## src/seq_pkg.sv

```systemverilog
package seq_pkg;

	//////////////////////////////
	// Widths
	//////////////////////////////
	localparam int COND_W = 12; // Flags x1..x12
	localparam int OPS_W = 20; // Strobes y1..y20
	localparam int CMD_W = 14; // Opcode on top of the flags

	typedef enum logic [4:0]
	{
		S1 = 5'd1, S2 = 5'd2, S3 = 5'd3, S4 = 5'd4, S5 = 5'd5, S6 = 5'd6,
		S7 = 5'd7, S8 = 5'd8, S9 = 5'd9, S10 = 5'd10, S11 = 5'd11,
		S12 = 5'd12, S13 = 5'd13, S14 = 5'd14, S15 = 5'd15, S16 = 5'd16,
		S17 = 5'd17
	} seq_state_e;

	typedef enum logic [1:0]
	{
		OP_STEP = 2'd0,
		OP_RESTART = 2'd1,
		OP_RSVD2 = 2'd2, // Acts as restart
		OP_RSVD3 = 2'd3 // Acts as restart
	} seq_op_e;

	//////////////////////////////
	// AXI4-Lite
	//////////////////////////////
	localparam logic [3:0] ADDR_CMD = 4'h0;
	localparam logic [3:0] ADDR_STATUS = 4'h4;

	localparam logic [1:0] RESP_OKAY = 2'b00;
	localparam logic [1:0] RESP_SLVERR = 2'b10;

endpackage

```

## src/axil_cmd_writer.sv

```systemverilog
`timescale 1ns/100ps
module axil_cmd_writer #(
	parameter int FIFO_DEPTH = 4
) (
	input logic rst,
	input logic clk,
	input logic [3:0] awaddr,
	input logic awvalid,
	output logic awready,
	input logic [31:0] wdata,
	input logic wvalid,
	output logic wready,
	output logic [1:0] bresp,
	output logic bvalid,
	input logic bready,
	input logic [3:0] araddr,
	input logic arvalid,
	output logic arready,
	output logic [31:0] rdata,
	output logic [1:0] rresp,
	output logic rvalid,
	input logic rready,
	output logic push,
	output logic [seq_pkg::CMD_W-1:0] push_data,
	input logic full,
	input logic [$clog2(FIFO_DEPTH+1)-1:0] count,
	input seq_pkg::seq_state_e cur_state
);
	import seq_pkg::*;

	logic [3:0] count4;

	assign count4 = 4'(count);
	assign push = awready && (awaddr == ADDR_CMD) && !full; // Dropped when full
	assign push_data = wdata[CMD_W-1:0];

	//////////////////////////////
	// Write channel
	//////////////////////////////
	always_ff @(posedge rst or negedge clk)
	begin
		if (!clk)
		begin
			awready <= 1'b0;
			wready <= 1'b0;
			bvalid <= 1'b0;
			bresp <= RESP_OKAY;
		end
		else
		begin
			awready <= awvalid && wvalid && !bvalid && !awready;
			wready <= awvalid && wvalid && !bvalid && !awready;
			if (awready)
			begin
				bvalid <= 1'b1;
				bresp <= push ? RESP_OKAY : RESP_SLVERR;
			end
			else if (bready)
				bvalid <= 1'b0;
		end
	end

	//////////////////////////////
	// Read channel
	//////////////////////////////
	always_ff @(posedge rst or negedge clk)
	begin
		if (!clk)
		begin
			arready <= 1'b0;
			rvalid <= 1'b0;
		end
		else
		begin
			arready <= arvalid && !rvalid && !arready;
			if (arready)
				rvalid <= 1'b1;
			else if (rready)
				rvalid <= 1'b0;
		end
	end

	always_ff @(posedge rst)
	begin
		if (arready)
		begin
			rdata <= (araddr == ADDR_STATUS) ? 32'({count4, 3'b000, cur_state}) : 32'd0;
			rresp <= (araddr == ADDR_STATUS) ? RESP_OKAY : RESP_SLVERR;
		end
	end

	a_bvalid_hold: assert property (@(posedge rst) disable iff (!clk)
		bvalid && !bready |=> bvalid && $stable(bresp));

endmodule

```

## src/cmd_fifo.sv

```systemverilog
`timescale 1ns/100ps
module cmd_fifo #(
	parameter int FIFO_DEPTH = 4
) (
	input logic rst,
	input logic clk,
	input logic push,
	input logic [seq_pkg::CMD_W-1:0] push_data,
	input logic pop,
	output logic [seq_pkg::CMD_W-1:0] pop_data,
	output logic full,
	output logic empty,
	output logic [$clog2(FIFO_DEPTH+1)-1:0] count
);
	import seq_pkg::*;

	localparam int PTR_W = (FIFO_DEPTH > 1) ? $clog2(FIFO_DEPTH) : 1;

	logic [CMD_W-1:0] mem [FIFO_DEPTH];
	logic [PTR_W-1:0] wr_ptr;
	logic [PTR_W-1:0] rd_ptr;
	logic do_push;
	logic do_pop;

	assign full = (count == FIFO_DEPTH);
	assign empty = (count == 0);
	assign pop_data = mem[rd_ptr];
	assign do_push = push && !full;
	assign do_pop = pop && !empty;

	always_ff @(posedge rst)
	begin
		if (do_push)
			mem[wr_ptr] <= push_data;
	end

	always_ff @(posedge rst or negedge clk)
	begin
		if (!clk)
		begin
			wr_ptr <= '0;
			rd_ptr <= '0;
			count <= '0;
		end
		else
		begin
			if (do_push)
				wr_ptr <= (wr_ptr == PTR_W'(FIFO_DEPTH - 1)) ? '0 : wr_ptr + 1'b1; // Wrap
			if (do_pop)
				rd_ptr <= (rd_ptr == PTR_W'(FIFO_DEPTH - 1)) ? '0 : rd_ptr + 1'b1;
			if (do_push && !do_pop)
				count <= count + 1'b1;
			else if (do_pop && !do_push)
				count <= count - 1'b1;
		end
	end

	a_no_overflow: assert property (@(posedge rst) disable iff (!clk) !(push && full));
	a_no_underflow: assert property (@(posedge rst) disable iff (!clk) !(pop && empty));

endmodule

```

## src/micro_sequencer.sv

```systemverilog
`timescale 1ns/100ps
module micro_sequencer (
	input logic rst,
	input logic clk,
	input logic empty,
	output logic pop,
	input logic [seq_pkg::CMD_W-1:0] pop_data,
	output logic step_valid,
	output logic [seq_pkg::OPS_W-1:0] step_ops,
	output seq_pkg::seq_state_e step_state,
	output seq_pkg::seq_state_e cur_state
);
	import seq_pkg::*;

	// Strobe groups, yk at bit k-1
	localparam logic [OPS_W-1:0] Y0 = '0;
	localparam logic [OPS_W-1:0] Y4 = OPS_W'(1) << 3;
	localparam logic [OPS_W-1:0] Y5 = OPS_W'(1) << 4;
	localparam logic [OPS_W-1:0] Y6 = OPS_W'(1) << 5;
	localparam logic [OPS_W-1:0] Y13 = OPS_W'(1) << 12;
	localparam logic [OPS_W-1:0] Y16 = OPS_W'(1) << 15;
	localparam logic [OPS_W-1:0] Y18 = OPS_W'(1) << 17;
	localparam logic [OPS_W-1:0] Y19 = OPS_W'(1) << 18;
	localparam logic [OPS_W-1:0] Y20 = OPS_W'(1) << 19;
	localparam logic [OPS_W-1:0] Y1_2_3 = OPS_W'(20'b111);
	localparam logic [OPS_W-1:0] Y1_8_9 = OPS_W'(20'b1_1000_0001);
	localparam logic [OPS_W-1:0] Y1_2_12 = OPS_W'(20'b1000_0000_0011);
	localparam logic [OPS_W-1:0] Y1_11_12 = OPS_W'(20'b1100_0000_0001);
	localparam logic [OPS_W-1:0] Y2_10_12 = OPS_W'(20'b1010_0000_0010);
	localparam logic [OPS_W-1:0] Y10_11_12 = OPS_W'(20'b1110_0000_0000);
	localparam logic [OPS_W-1:0] Y7_9_15 = OPS_W'(20'b100_0001_0100_0000);
	localparam logic [OPS_W-1:0] Y8_9_17 = OPS_W'(20'b1_0000_0001_1000_0000);
	localparam logic [OPS_W-1:0] Y1_9_14_15 = OPS_W'(20'b110_0001_0000_0001);

	seq_state_e state;
	seq_state_e nx_state;
	seq_op_e op;
	logic [COND_W:1] x; // x[k] is flag xk
	logic [OPS_W-1:0] nx_ops;
	logic [4+OPS_W:0] t; // {next state, strobes}

	assign pop = !empty;
	assign cur_state = state;
	assign x = pop_data[COND_W-1:0];
	assign op = seq_op_e'(pop_data[CMD_W-1:COND_W]);
	assign nx_state = seq_state_e'(t[4+OPS_W:OPS_W]);
	assign nx_ops = t[OPS_W-1:0];

	//////////////////////////////
	// Transition table
	//////////////////////////////
	always_comb
	begin
		t = {S1, Y0};
		if (op == OP_STEP)
		begin
			case (state)
				S1:
					if (x[12])
						if (x[10])
							t = x[11] ? {S2, Y18} : {S3, Y2_10_12};
						else if (x[11])
							t = {S4, Y10_11_12};
						else if (x[1])
							t = {S5, Y1_2_3};
						else
							t = x[2] ? {S6, Y5} : {S7, Y4};
					else if (x[9])
						if (!x[11] && x[7])
							t = {S10, Y16};
						else if (x[1])
							t = x[5] ? {S8, Y19} : {S9, Y1_8_9};
						else
							t = {S5, Y1_2_3};
					else if (x[10])
						if (x[11] && x[8])
							t = {S10, Y16};
						else if (x[11])
							t = x[5] ? {S8, Y19} : {S9, Y1_8_9};
						else
							t = x[5] ? {S11, Y1_2_12} : {S9, Y1_8_9};
					else if (!x[1])
						t = {S5, Y1_2_3};
					else if (x[11])
						t = (x[3] && x[6]) ? {S12, Y7_9_15} : {S9, Y1_8_9};
					else
						t = x[5] ? {S3, Y2_10_12} : {S9, Y1_8_9};
				S2:
					if (x[12])
						t = x[1] ? {S12, Y7_9_15} : {S13, Y20};
					else
						t = {S1, Y0};
				S3, S4:
					if (x[12] && state == S3)
						t = {S14, Y13};
					else if (x[12])
						if (x[1])
							t = {S5, Y1_2_3};
						else
							t = x[2] ? {S6, Y5} : {S7, Y4};
					else if (x[2])
						t = x[6] ? {S15, Y1_9_14_15} : {S14, Y13};
					else
						t = {state, Y0};
				S5:
					if (x[12])
						t = x[2] ? {S6, Y5} : {S7, Y4};
					else
						t = x[2] ? {S7, Y4} : {S5, Y0};
				S6, S7:
					if (x[12] && x[10] && state == S6)
						t = (x[8] && !x[1]) ? {S9, Y1_8_9} : {S8, Y19};
					else if (x[12] && x[10])
						t = x[11] ? {S8, Y19} : {S15, Y1_9_14_15};
					else if (x[12] && x[1])
						t = {S5, Y1_2_3};
					else if (x[12])
						t = x[3] ? {S1, Y0} : {S9, Y1_8_9};
					else if (x[9])
						t = x[5] ? {S8, Y19} : {S9, Y1_8_9};
					else if (x[10] && state == S6)
						if (x[5])
							t = x[11] ? {S8, Y19} : {S11, Y1_2_12};
						else
							t = {S9, Y1_8_9};
					else if (x[11])
						t = (x[3] && x[6]) ? {S12, Y7_9_15} : {S9, Y1_8_9};
					else
						t = x[5] ? {S3, Y2_10_12} : {S9, Y1_8_9};
				S8:
					if (!x[12])
						t = {S17, Y8_9_17};
					else if (x[5])
						t = {S16, Y6};
					else
						t = x[1] ? {S7, Y4} : {S6, Y5};
				S9:
					if (x[12])
						t = {S1, Y0};
					else if (!x[4])
						t = {S9, Y0};
					else if (!x[9] && x[10] && !x[11] && x[3])
						t = {S11, Y1_11_12};
					else if (!x[9] && !x[10] && x[3])
						t = x[11] ? {S13, Y20} : {S4, Y10_11_12};
					else
						t = {S6, Y5};
				S10: t = (x[12] && x[7]) ? {S1, Y0} : {S17, Y8_9_17};
				S11: t = x[2] ? {S16, Y6} : {S11, Y0};
				S12:
					if (x[12])
						t = {S13, Y20};
					else
						t = x[4] ? {S10, Y16} : {S12, Y0};
				S13:
					if (x[12])
						t = x[1] ? {S7, Y4} : {S6, Y5};
					else
						t = {S10, Y16};
				S14:
					if (x[12])
						t = x[4] ? {S7, Y4} : {S15, Y1_9_14_15};
					else
						t = {S10, Y16};
				S15:
					if (x[12] && x[5] && x[6])
						t = {S10, Y16};
					else if (x[12] && x[5])
						t = x[7] ? {S1, Y0} : {S17, Y8_9_17};
					else if (x[12])
						t = x[4] ? {S7, Y4} : {S15, Y1_9_14_15};
					else
						t = x[4] ? {S10, Y16} : {S15, Y0};
				S16:
					if (!x[12] || x[9])
						t = {S10, Y16};
					else
						t = x[7] ? {S1, Y0} : {S17, Y8_9_17};
				S17:
					if (x[12])
						t = {S1, Y0};
					else
						t = x[4] ? {S2, Y18} : {S17, Y0};
				default: t = {S1, Y0}; // Recover from an illegal code
			endcase
		end
	end

	//////////////////////////////
	// State and step registers
	//////////////////////////////
	always_ff @(posedge rst or negedge clk)
	begin
		if (!clk)
		begin
			state <= S1;
			step_valid <= 1'b0;
			step_ops <= '0;
			step_state <= S1;
		end
		else
		begin
			step_valid <= pop; // One pulse per command
			if (pop)
			begin
				state <= nx_state;
				step_ops <= nx_ops;
				step_state <= nx_state;
			end
		end
	end

	a_legal_state: assert property (@(posedge rst) disable iff (!clk)
		state inside {[S1:S17]});

endmodule

```

## src/seq_top.sv

```systemverilog
`timescale 1ns/100ps
module seq_top #(
	parameter int FIFO_DEPTH = 4
) (
	input logic rst,
	input logic clk,
	input logic [3:0] awaddr,
	input logic awvalid,
	output logic awready,
	input logic [31:0] wdata,
	input logic wvalid,
	output logic wready,
	output logic [1:0] bresp,
	output logic bvalid,
	input logic bready,
	input logic [3:0] araddr,
	input logic arvalid,
	output logic arready,
	output logic [31:0] rdata,
	output logic [1:0] rresp,
	output logic rvalid,
	input logic rready,
	output logic step_valid,
	output logic [seq_pkg::OPS_W-1:0] step_ops,
	output seq_pkg::seq_state_e step_state
);
	import seq_pkg::*;

	localparam int CNT_W = $clog2(FIFO_DEPTH + 1);

	logic push;
	logic pop;
	logic full;
	logic empty;
	logic [CMD_W-1:0] push_data;
	logic [CMD_W-1:0] pop_data;
	logic [CNT_W-1:0] count;
	seq_state_e cur_state;

	axil_cmd_writer #(.FIFO_DEPTH(FIFO_DEPTH)) u_axil_cmd_writer (
		.rst(rst), .clk(clk),
		.awaddr(awaddr), .awvalid(awvalid), .awready(awready),
		.wdata(wdata), .wvalid(wvalid), .wready(wready),
		.bresp(bresp), .bvalid(bvalid), .bready(bready),
		.araddr(araddr), .arvalid(arvalid), .arready(arready),
		.rdata(rdata), .rresp(rresp), .rvalid(rvalid), .rready(rready),
		.push(push), .push_data(push_data), .full(full), .count(count),
		.cur_state(cur_state)
	);

	cmd_fifo #(.FIFO_DEPTH(FIFO_DEPTH)) u_cmd_fifo (
		.rst(rst), .clk(clk),
		.push(push), .push_data(push_data),
		.pop(pop), .pop_data(pop_data),
		.full(full), .empty(empty), .count(count)
	);

	micro_sequencer u_micro_sequencer (
		.rst(rst), .clk(clk),
		.empty(empty), .pop(pop), .pop_data(pop_data),
		.step_valid(step_valid), .step_ops(step_ops),
		.step_state(step_state), .cur_state(cur_state)
	);

endmodule

```

## config.mk

```make
export PLATFORM = sky130hd
export DESIGN_NAME = seq_top
export DESIGN_NICKNAME = d
export VERILOG_FILES = /design/src/seq_pkg.sv /design/src/axil_cmd_writer.sv /design/src/cmd_fifo.sv /design/src/micro_sequencer.sv /design/src/seq_top.sv
export SDC_FILE = /design/constraint.sdc
export NUM_CORES = 1
export LEC_CHECK = 0
export CORE_ASPECT_RATIO = 2
export CORE_MARGIN = 2
export CORE_UTILIZATION = 35
export CTS_CLUSTER_DIAMETER = 60
export DETAILED_ROUTE_END_ITERATION = 8
export DONT_BUFFER_PORTS = 1
export HOLD_SLACK_MARGIN = 0.06
export PLACE_DENSITY = 0.55
export SLEW_MARGIN = 20
export SYNTH_ARGS = -nofsm -noshare
export SYNTH_HDL_FRONTEND = slang
export SYNTH_SLANG_ARGS = --single-unit
```

## constraint.sdc

```tcl
create_clock -name rst -period 3.6 [get_ports rst]
set_clock_uncertainty 0.05 [all_clocks]
set_input_delay 0.18 -clock rst [delete_from_list [all_inputs] [get_ports rst]]
set_output_delay 0.18 -clock rst [all_outputs]
set_load 0.01 [all_outputs]
```

==> results of run 1 <==
-- through the flow --
step / hold slack, ns / utilization [%] / power [uW]
final: 0.103 / 39.6 / 5100
after global routing: 0.131 / 39.6 / 5330
after CTS: 0.104 / 39.6 / 5070
after detailed placement: -0.165 / 36.5 / 4050
after global placement: -0.164 / 36.5 / 4050
after floorplan: -0.166 / - / 3320
-- critical path, cell delays in order (launching register included) --
cell and delay [ns]:
dfrtp_1 0.61, buf_4 0.24, mux2_2 0.49, inv_2 0.40
a21oi_1 0.10, o32ai_2 0.32, nor3b_1 0.13, nor4b_2 0.47
a32oi_1 0.17
-- metal layers --
metal  wire length [um]  vias up
met2              10000      295
met3               1040       83
met5                  0        -
li1                   -     2139
met4               1590        0
met1               6390     2359
-- synthesized netlist by cell type (4+ instances only) --
cell type	number	area (um2)
buf_6	5	56.3
nand2_1	52	195
mux2i_1	7	70.1
nor3_1	12	60.1
ha_1	11	138
o22ai_1	6	37.5
o21a_1	5	37.5
buf_4	31	233
a32oi_1	6	52.6
o21ai_1	4	20.0
o31ai_1	5	37.5
nor4_1	7	43.8
edfxtp_1	65	1950
nand4_1	4	25.0
inv_1	12	45.0
buf_1	4	15.0
o211ai_1	7	52.6
a31oi_1	6	37.5
a22oi_1	8	60.1
a21oi_1	25	125
buf_2	11	55.1
and2_1	16	100
a211oi_1	6	45.0
nor2b_1	9	56.3
nand2b_1	11	68.8
o21ai_0	26	130
a21o_1	6	45.0
dfrtp_1	37	926
nor2_1	32	120
mux4_2	11	248
nand3_1	11	55.1
nor3b_1	5	37.5
clkbuf_1	15	56.3
-- state kept, by name, indices dropped and copies added, names as in the netlist, 2 cells and up --
| name | count |
|---|---|
| u_cmd_fifo.mem | 56 |
| u_micro_sequencer.step_ops | 20 |
| u_axil_cmd_writer.rdata | 8 |
| u_micro_sequencer.step_state | 5 |
| u_cmd_fifo.count | 3 |
| u_cmd_fifo.rd_ptr | 2 |
| u_cmd_fifo.wr_ptr | 2 |
-- cell type report --
cell class | count | area, um2
inverters | 16 | 61.3
fillers | 1681 | 10400
well taps | 210 | 263
clock inverters | 5 | 48.8
flip-flops and latches | 103 | 2900
clock buffers | 11 | 253
multi-input cells | 410 | 2820
repair buffers | 48 | 448
-- power groups by stage --
stage,combinational [uW],clock [uW],sequential (uW)
5_1_grt,2700,1050,1590
6_report,2560,973,1570
3_3_place_gp,2450,0,1600
4_1_cts,2490,1000,1580
3_5_place_dp,2450,0,1600
2_1_floorplan,1810,0,1510
-- cell families after synthesis --
logic type / count (synthesis)
xor gates and xnor gates: 6
other: 1
buffers and inverters: 83
AOI/OAI and AO/OA: 156
and+or+nand+nor: 189
adders and majority gates: 11
muxes: 22
DFF: 103
-- timing repair --
action                    in CTS  in global routing
resized for setup              0                  0
hold endpoints to repair      98                  0
hold buffers                  21                  0
-- worst paths after layout --
path	startpoint	endpoint	slack [ns]	cells past startpoint
setup / recovery	u_cmd_fifo.rd_ptr[1]	u_micro_sequencer.step_state[0]	0.53	8
hold / removal	araddr[3]	u_axil_cmd_writer.rresp[1]	0.10	2
setup reg to reg	u_cmd_fifo.rd_ptr[1]	u_micro_sequencer.step_state[0]	0.53	8
hold reg to reg	u_axil_cmd_writer.rvalid	u_axil_cmd_writer.arready	0.48	1
max in group asynchronous	clk	u_micro_sequencer.step_state[0]	3.00	2
min in group asynchronous	clk	u_micro_sequencer.step_ops[6]	0.22	2
==> metrics, run 1 <==
status=finished clean; CP endpoint kind=flop; Clock Sinks=103; Synth Area in Compound Gates=18.1%; PortBufs=0; Antenna Violating Nets Remaining=0; die area=18600 um2; Die Height=191 um; unrepaired setup endpoints after global routing=no; GRT busiest layer=met2; later-pin clock latency in the skew report=0.35 ns; crit path time final=3.07 ns; Netlist Area Pre-Place=6110 um2; global-route wire length before repair=28400 um; total CTS buffers=9; Seq/Total Area, Yosys=47.5%; GPL Wtd Cong=0.986; Post-Synth XOR/XNOR Area=0.859%; # setup viols final=0; vias in the first global route=4753; Finished Cell Area=6800 um2; most common cell after layout, fill and taps aside=edfxtp_1; post-detail-place hpwl=14100 um; largest net degree at the start of global routing=39; maxcap violations=0; n_diodes=0; HP Class=in2reg; worst slack at placement=0.614 ns; Placement Rows=68; VDD IR max=444 uV; CTS tree=built; final worst slack=0.526 ns; Nets=646; Tightest Pin Transition=0.968 ns; synthesized area per cell=10.7 um2; H-tree depth=3; Crit Path Max Fanout=25; Initial DRT Pass Iterations=5; Die Width=97.5 um; combinational fraction of design power=50.1%; Synth Area in Simple Gates=17.2%; DRC viols=0; placed insts=766; #FFs+latches synth=103; Internal=2770 uW; initial antenna violation count=0; M3 GR Usage=3.07%; Post-synth EDFFs=65; Sw Ratio=45.6%; commonest cells after routing, fill and taps aside=edfxtp_1, nand2_1, dfrtp_1; IO Pins=114; Root Driver=clkbuf_16; GRT met2 Usage=36.8%; routed len/inst=23.7 um; Syn Inst Count=571; multiplexer share of the synthesized area=6.00%; Overall Global Routing Usage=20.2%; final period utilization=85.4%; Synth Warn #=0; Main synth FF type=edfxtp_1; synthesis-to-layout area growth=11.2%; Sw Pwr=2330 uW; Vias=4876; Clk pwr share=19.1%; Final Hold Fails=0; Clock Path Buffers=2; initial core utilization=35.6%; Synth cell types=91; Leak Pwr=0.00253 uW; placed cell areas=6280 um2; kind of critical path=reg2reg; pwr dens=750 nW/um2; main combinational cell family by area after synthesis=compound AO/OA/AOI/OAI gates; Remaining Overflow, GRT=0; Final Slew Violations=0; Max-slew headroom=34.6%; fraction of registers with async set/reset=36.9%; core area=17200 um2; post-synthesis adder-cell area fraction=2.25%; type of origin of the critical path=flop; critical path arrival=3.28 ns; share of post-route cells with drive strength above 1=13.8%; FMAX=325 MHz; 1st-iter DRT viols=446; Post-CTS Setup Inserts=0; WP data required=3.80 ns; met1 global-route usage=20.6%; setup tns final=0 ns; Non-Filler Instances=803; drt via density=6.07; sequential power share=30.8%; drt total wl=19000 um; CTS clk-pin slew, worst paths=0.07 ns
(Power assumes the default switching activity.)
==> run 2: changes to the inputs <==
--- a/config.mk
+++ b/config.mk
@@ -6,7 +6,7 @@
 export NUM_CORES = 1
 export LEC_CHECK = 0
 export CORE_ASPECT_RATIO = 2
-export CORE_MARGIN = 2
+export CORE_MARGIN = 4
 export CORE_UTILIZATION = 35
 export CTS_CLUSTER_DIAMETER = 60
 export DETAILED_ROUTE_END_ITERATION = 8
==> metrics, run 2 (synthesized netlist as in run 1, its figures left out) <==
Storage cell area=2900 um2 (unchanged); Die Width=101 um (+4.1%); most common cell after layout, fill and taps aside=edfxtp_1; unrepaired setup endpoints after global routing=no; worst hold stages=2 (unchanged); Clk pwr share=18.2% (-0.9 points); maxcap violations=0 (unchanged); combinational fraction of design power=51.6% (+1.5 points); Placement Rows=68 (unchanged); commonest cells after routing, fill and taps aside=edfxtp_1, nand2_1, buf_4, dfrtp_1, nor2_1; Overall Global Routing Usage=20.5% (+0.26 points); worst-case reg-to-reg path depth=6 (-2); final period utilization=82.4% (-3.0 points); Top reg by flops=u_cmd_fifo.mem; total CTS buffers=9 (unchanged); setup tns final=0 ns (unchanged); vias in the first global route=5024 (+5.7%); global-route wire length before repair=30100 um (+6.0%); biggest regs=u_cmd_fifo.mem (56), u_micro_sequencer.step_ops (20), u_axil_cmd_writer.rdata (8); Largest register FFs=56 (unchanged); Clock Sinks=103 (unchanged); Final Hold Fails=0 (unchanged); initial antenna violation count=0 (unchanged); Crit Path Max Fanout=15 (-40%); Multi-input gate area=2820 um2 (unchanged); slowest stage delay, CP=0.76 ns (+0.15 ns); RR Startpoint=u_cmd_fifo.rd_ptr[1]; pwr dens=760 nW/um2 (+1.4%); Max-slew headroom=34.5% (-0.080 points); placed cell areas=6350 um2 (+1.1%); routed len/inst=24.7 um (+4.3%); Sw Ratio=46.3% (+0.66 points); CP endpoint kind=flop; Die Height=195 um (+2.1%); post-detail-place hpwl=15000 um (+6.6%); Root Driver=clkbuf_16; IO Pins=114 (unchanged); Tightest Pin Transition=0.969 ns (+0.00119 ns); Leak Pwr=0.00256 uW (+1.4%); Post-CTS Setup Inserts=0 (unchanged); CTS tree=built; crit path time final=2.97 ns (-0.109 ns); min-delay src=araddr[3]; Remaining Overflow, GRT=0 (unchanged); PortBufs=0 (unchanged); Initial DRT Pass Iterations=5 (unchanged); WP data required=3.83 ns (+0.03 ns); 1st-iter DRT viols=515 (+15%); Vias=4979 (+2.1%); n_diodes=0 (unchanged); Nets=657 (+1.7%); Finished Cell Area=6850 um2 (+0.72%); CTS clk-pin slew, worst paths=0.08 ns (about the same); # setup viols final=0 (unchanged); Crit-path slowest cell=o32ai_1; Antenna Violating Nets Remaining=0 (unchanged); kind of critical path=reg2reg; status=finished clean; synthesis-to-layout area growth=12.0%; Clock Path Buffers=2 (unchanged); # fillers=1687 (+0.36%); initial core utilization=35.6% (unchanged); drt via density=6.12 (+0.73%); HP Class=in2reg; Sw Pwr=2410 uW (+3.6%); final hold slack=0.0897 ns (-0.0130 ns); Final Slew Violations=0 (unchanged); sequential power share=30.3% (-0.5 points); largest net degree at the start of global routing=39 (unchanged); GPL Wtd Cong=1.01 (+2.8%); H-tree depth=3 (unchanged); worst-path cell chain=buf_4, mux4_2, clkinv_1, o32ai_1, a221oi_1, o21ai_1; DRC viols=0 (unchanged); die area=19800 um2 (+6.3%); type of origin of the critical path=flop; drt total wl=20100 um (+5.8%); later-pin clock latency in the skew report=0.35 ns (about the same); share of post-route cells with drive strength above 1=15.1% (+1.2 points); Internal=2800 uW (+0.84%); core area=17200 um2 (unchanged); VDD IR max=379 uV (-15%); Crit. Startpoint=u_cmd_fifo.rd_ptr[1]; critical path arrival=3.19 ns (-0.09 ns); FMAX=337 MHz (+3.7%)
==> run 2: changes by cell type in the layout (fill, tap and decap cells not counted), sizes merged <==
cell,before,now
buf,28,39
clkinv,4,3
inv,17,18
clkinvlp,0,1
clkbuf,11,10
==> run 2: timing repair <==
action | in CTS | in global routing
hold buffers | 21 | 0
resized for setup | 0 | 0
endpoints found under the hold margin | 98 | 0
==> run 2: final cells by class <==
cell class | count | area share (%)
sequential | 103 | 42.4
tap | 210 | 3.84
clock buffer | 10 | 3.34
clock inverter | 6 | 0.749
inverter | 16 | 0.895
timing repair buffer | 59 | 7.56
multi-input combinational | 410 | 41.2
==> run 2: layer usage <==
metal | vias to the layer above | track usage, % | part of all wire [%]
met1 | 2413 | 20.5 | 31
met5 | - | 0 | 0
met2 | 306 | 37.2 | 54
met3 | 98 | 3.38 | 6.5
li1 | 2162 | - | -
met4 | 0 | 13.8 | 8.1
==> run 2: metrics by stage <==
step / setup WS (ns) / util [%] / instances / total power, uW
CTS: 0.649 / 39.9 / 814 / 5180
floorplan: 1.02 / - / 596 / 3320
global route: 0.500 / 39.9 / 814 / 5460
detailed placement: 0.667 / 36.9 / 777 / 4190
finish: 0.635 / 39.9 / 814 / 5210
global placement: 0.705 / 36.9 / 777 / 4170
==> run 2: final timing paths <==
check / endpoint / slack [ns]
setup / recovery: u_micro_sequencer.step_ops[3] / 0.63
min in group asynchronous: u_micro_sequencer.step_ops[7] / 0.25
hold reg to reg: u_axil_cmd_writer.arready / 0.48
max in group asynchronous: u_micro_sequencer.step_state[0] / 2.98
setup reg to reg: u_micro_sequencer.step_ops[3] / 0.63
hold / removal: u_axil_cmd_writer.rresp[1] / 0.09
==> run 2: critical path: cells and delay by family, from the launching register on <==
family	cells	cell delay, ns
AOI/OAI and AO/OA	3	1.21
DFF	1	0.44
buffers and inverters	2	0.71
muxes	1	0.48
==> run 2: power groups by stage <==
stage	registers (uW)	clock network, uW	logic (uW)
after CTS	1580	971	2630
after floorplan	1510	0	1810
after global placement	1590	0	2580
after detailed placement	1600	0	2590
after global routing	1590	1020	2850
final	1580	947	2690
==> run 3: changes to the inputs <==
--- a/config.mk
+++ b/config.mk
@@ -12,7 +12,7 @@
 export DETAILED_ROUTE_END_ITERATION = 8
 export DONT_BUFFER_PORTS = 1
 export HOLD_SLACK_MARGIN = 0.06
-export PLACE_DENSITY = 0.55
+export PLACE_DENSITY = 0.57
 export SLEW_MARGIN = 20
 export SYNTH_ARGS = -nofsm -noshare
 export SYNTH_HDL_FRONTEND = slang
==> constraint.sdc (replaced) <==
create_clock -name rst -period 2.4 [get_ports rst]
set_clock_uncertainty 0.05 [all_clocks]
set_input_delay 0.12 -clock rst [delete_from_list [all_inputs] [get_ports rst]]
set_output_delay 0.12 -clock rst [all_outputs]
set_load 0.01 [all_outputs]
==> metrics, run 3 (synthesized netlist as in run 1, its figures left out) <==
status=finished, violations left; violated checks=setup timing; Die Height=195 um (unchanged); worst slack at placement=-0.457 ns (-1.12 ns); Crit. Startpoint=u_cmd_fifo.rd_ptr[0]; IO Pins=114 (unchanged); Clock Path Buffers=2 (unchanged); Die Width=101 um (unchanged); most common cell after layout, fill and taps aside=buf_4; H-tree depth=3 (unchanged); Top reg by flops=u_cmd_fifo.mem; Placement Rows=68 (unchanged); setup tns final=-1.26 ns (-1.26 ns); commonest cells after routing, fill and taps aside=buf_4, edfxtp_1, nand2_1; vias in the first global route=5484 (+9.2%); # fillers=1557 (-7.7%); share of post-route cells with drive strength above 1=40.5% (+25 points); final core utilization=49.8% (+10 points); initial antenna violation count=0 (unchanged); Leak Pwr=0.00343 uW (+34%); pwr dens=1210 nW/um2 (+59%); final period utilization=110% (+28 points); Initial DRT Pass Iterations=5 (unchanged); n_diodes=0 (unchanged); Final Hold Fails=0 (unchanged); Root Driver=clkbuf_16; Tightest Pin Transition=0.551 ns (-0.418 ns); Nets=799 (+22%); unrepaired setup endpoints after global routing=yes; Max-slew headroom=63.1% (+29 points); DRC viols=0 (unchanged); WP data required=2.61 ns (-1.22 ns); # setup viols final=14 (+14); critical path arrival=2.86 ns (-0.33 ns); final worst slack=-0.247 ns (-0.882 ns); biggest regs=u_cmd_fifo.mem (56), u_micro_sequencer.step_ops (20), u_axil_cmd_writer.rdata (8); type of origin of the critical path=flop; worst-case reg-to-reg path depth=8 (+2); drt total wl=23600 um (+17%); maxcap violations=0 (unchanged); CP endpoint kind=flop; global-route wire length before repair=33300 um (+11%); Overall Global Routing Usage=23.1% (+2.6 points); Vias=5536 (+11%); initial core utilization=35.6% (unchanged); post-detail-place hpwl=18000 um (+20%); CTS clk-pin slew, worst paths=0.07 ns (about the same); total CTS buffers=9 (unchanged); core area=17200 um2 (unchanged); later-pin clock latency in the skew report=0.36 ns (about the same); HP Class=in2reg; CTS tree=built; crit path time final=2.65 ns (-0.318 ns); synthesis-to-layout area growth=40.1%; Clock Sinks=103 (unchanged); FMAX=378 MHz (+12%); r2r setup slk=-0.25 ns (-0.88 ns); kind of critical path=reg2reg; drt via density=5.79 (-5.3%); Critical Path Sink=u_micro_sequencer.step_state[0]; Largest register FFs=56 (unchanged); reg2reg end=u_micro_sequencer.step_state[0]; 1st-iter DRT viols=421 (-18%); RR Startpoint=u_cmd_fifo.rd_ptr[0]; Antenna Violating Nets Remaining=0 (unchanged); Crit Path Max Fanout=9 (-6); PortBufs=0 (unchanged); Remaining Overflow, GRT=0 (unchanged); die area=19800 um2 (unchanged); GPL Wtd Cong=1.01 (-0.39%); routed len/inst=24.7 um (-0.30%); largest net degree at the start of global routing=39 (unchanged); Final Slew Violations=0 (unchanged); VDD IR max=704 uV (+86%)
[run 3: changes by cell type in the layout (fill, tap and decap cells not counted), moves of 6 or more]
cell | before | now
buf_4 | 37 | 155
a21oi_1 | 25 | 19
o21ai_0 | 26 | 18
a21oi_2 | 1 | 7
buf_6 | 0 | 11
[run 3: metrics by stage]
| stage | total power (uW) | hold WS (ns) | area (um2) | std cells |
|---|---|---|---|---|
| 6_report | 10300 | 0.0895 | 8570 | 956 |
| 5_1_grt | 10800 | 0.104 | 8570 | 956 |
| 4_1_cts | 9220 | 0.0915 | 7950 | 939 |
| 3_5_place_dp | 7540 | -0.224 | 7290 | 897 |
| 3_3_place_gp | 7540 | -0.224 | 7290 | 897 |
| 2_1_floorplan | 5020 | -0.226 | 6220 | 596 |
[run 3: worst min-delay path by stage]
stage                    from                              to  slack (ns)  depth (start not counted)
global placement          clk    u_micro_sequencer.step_valid       -0.22                          0
finish              araddr[1]      u_axil_cmd_writer.rresp[1]        0.09                          3
global route        araddr[1]      u_axil_cmd_writer.rresp[1]        0.10                          3
CTS                 araddr[1]      u_axil_cmd_writer.rresp[1]        0.09                          3
floorplan                 clk       u_axil_cmd_writer.arready       -0.23                          0
detailed placement        clk  u_micro_sequencer.step_ops[18]       -0.22                          0
[run 3: final cells by class]
type | instances | area [um2] | area share [%]
Clock inverter | 7 | 55.1 | 0.643
Tap cell | 210 | 263 | 3.07
Sequential cell | 103 | 2910 | 33.9
Inverter | 16 | 82.6 | 0.964
Clock buffer | 9 | 225 | 2.63
Multi-Input combinational cell | 410 | 3260 | 38.1
Timing Repair Buffer | 201 | 1770 | 20.6
[run 3: layer usage]
layer | GRT usage [%] | vias to the layer above | share of wire, %
met5 | 0 | - | 0
met1 | 21.9 | 2670 | 31
met3 | 2.80 | 132 | 4.6
met2 | 41.9 | 288 | 53
met4 | 19.5 | 0 | 11
li1 | - | 2446 | -
[run 3: worst max-delay path, stage by stage, from the launching register on]
cell and delay, ns:
dfrtp_2 0.45, buf_12 0.16, mux4_2 0.36, buf_8 0.16
nand4b_1 0.20, nand2_1 0.12, or4_4 0.54, nor4b_4 0.36
a32oi_1 0.15
[run 3: power breakdown]
part           internal [uW]  switching, uW  total, uW
Clock                    717            707       1420
Sequential              2070            252       2320
Combinational           3040           3550       6590
Total                   5820           4510      10300
[run 3: what timing repair did]
action	4_1_cts	5_1_grt
pin swaps	5	28
gates resized for setup	31	89
endpoints found under the setup margin	17	27
hold buffers	23	0
hold endpoints to repair	99	0
buffers inserted	3	17
gates cloned	0	3
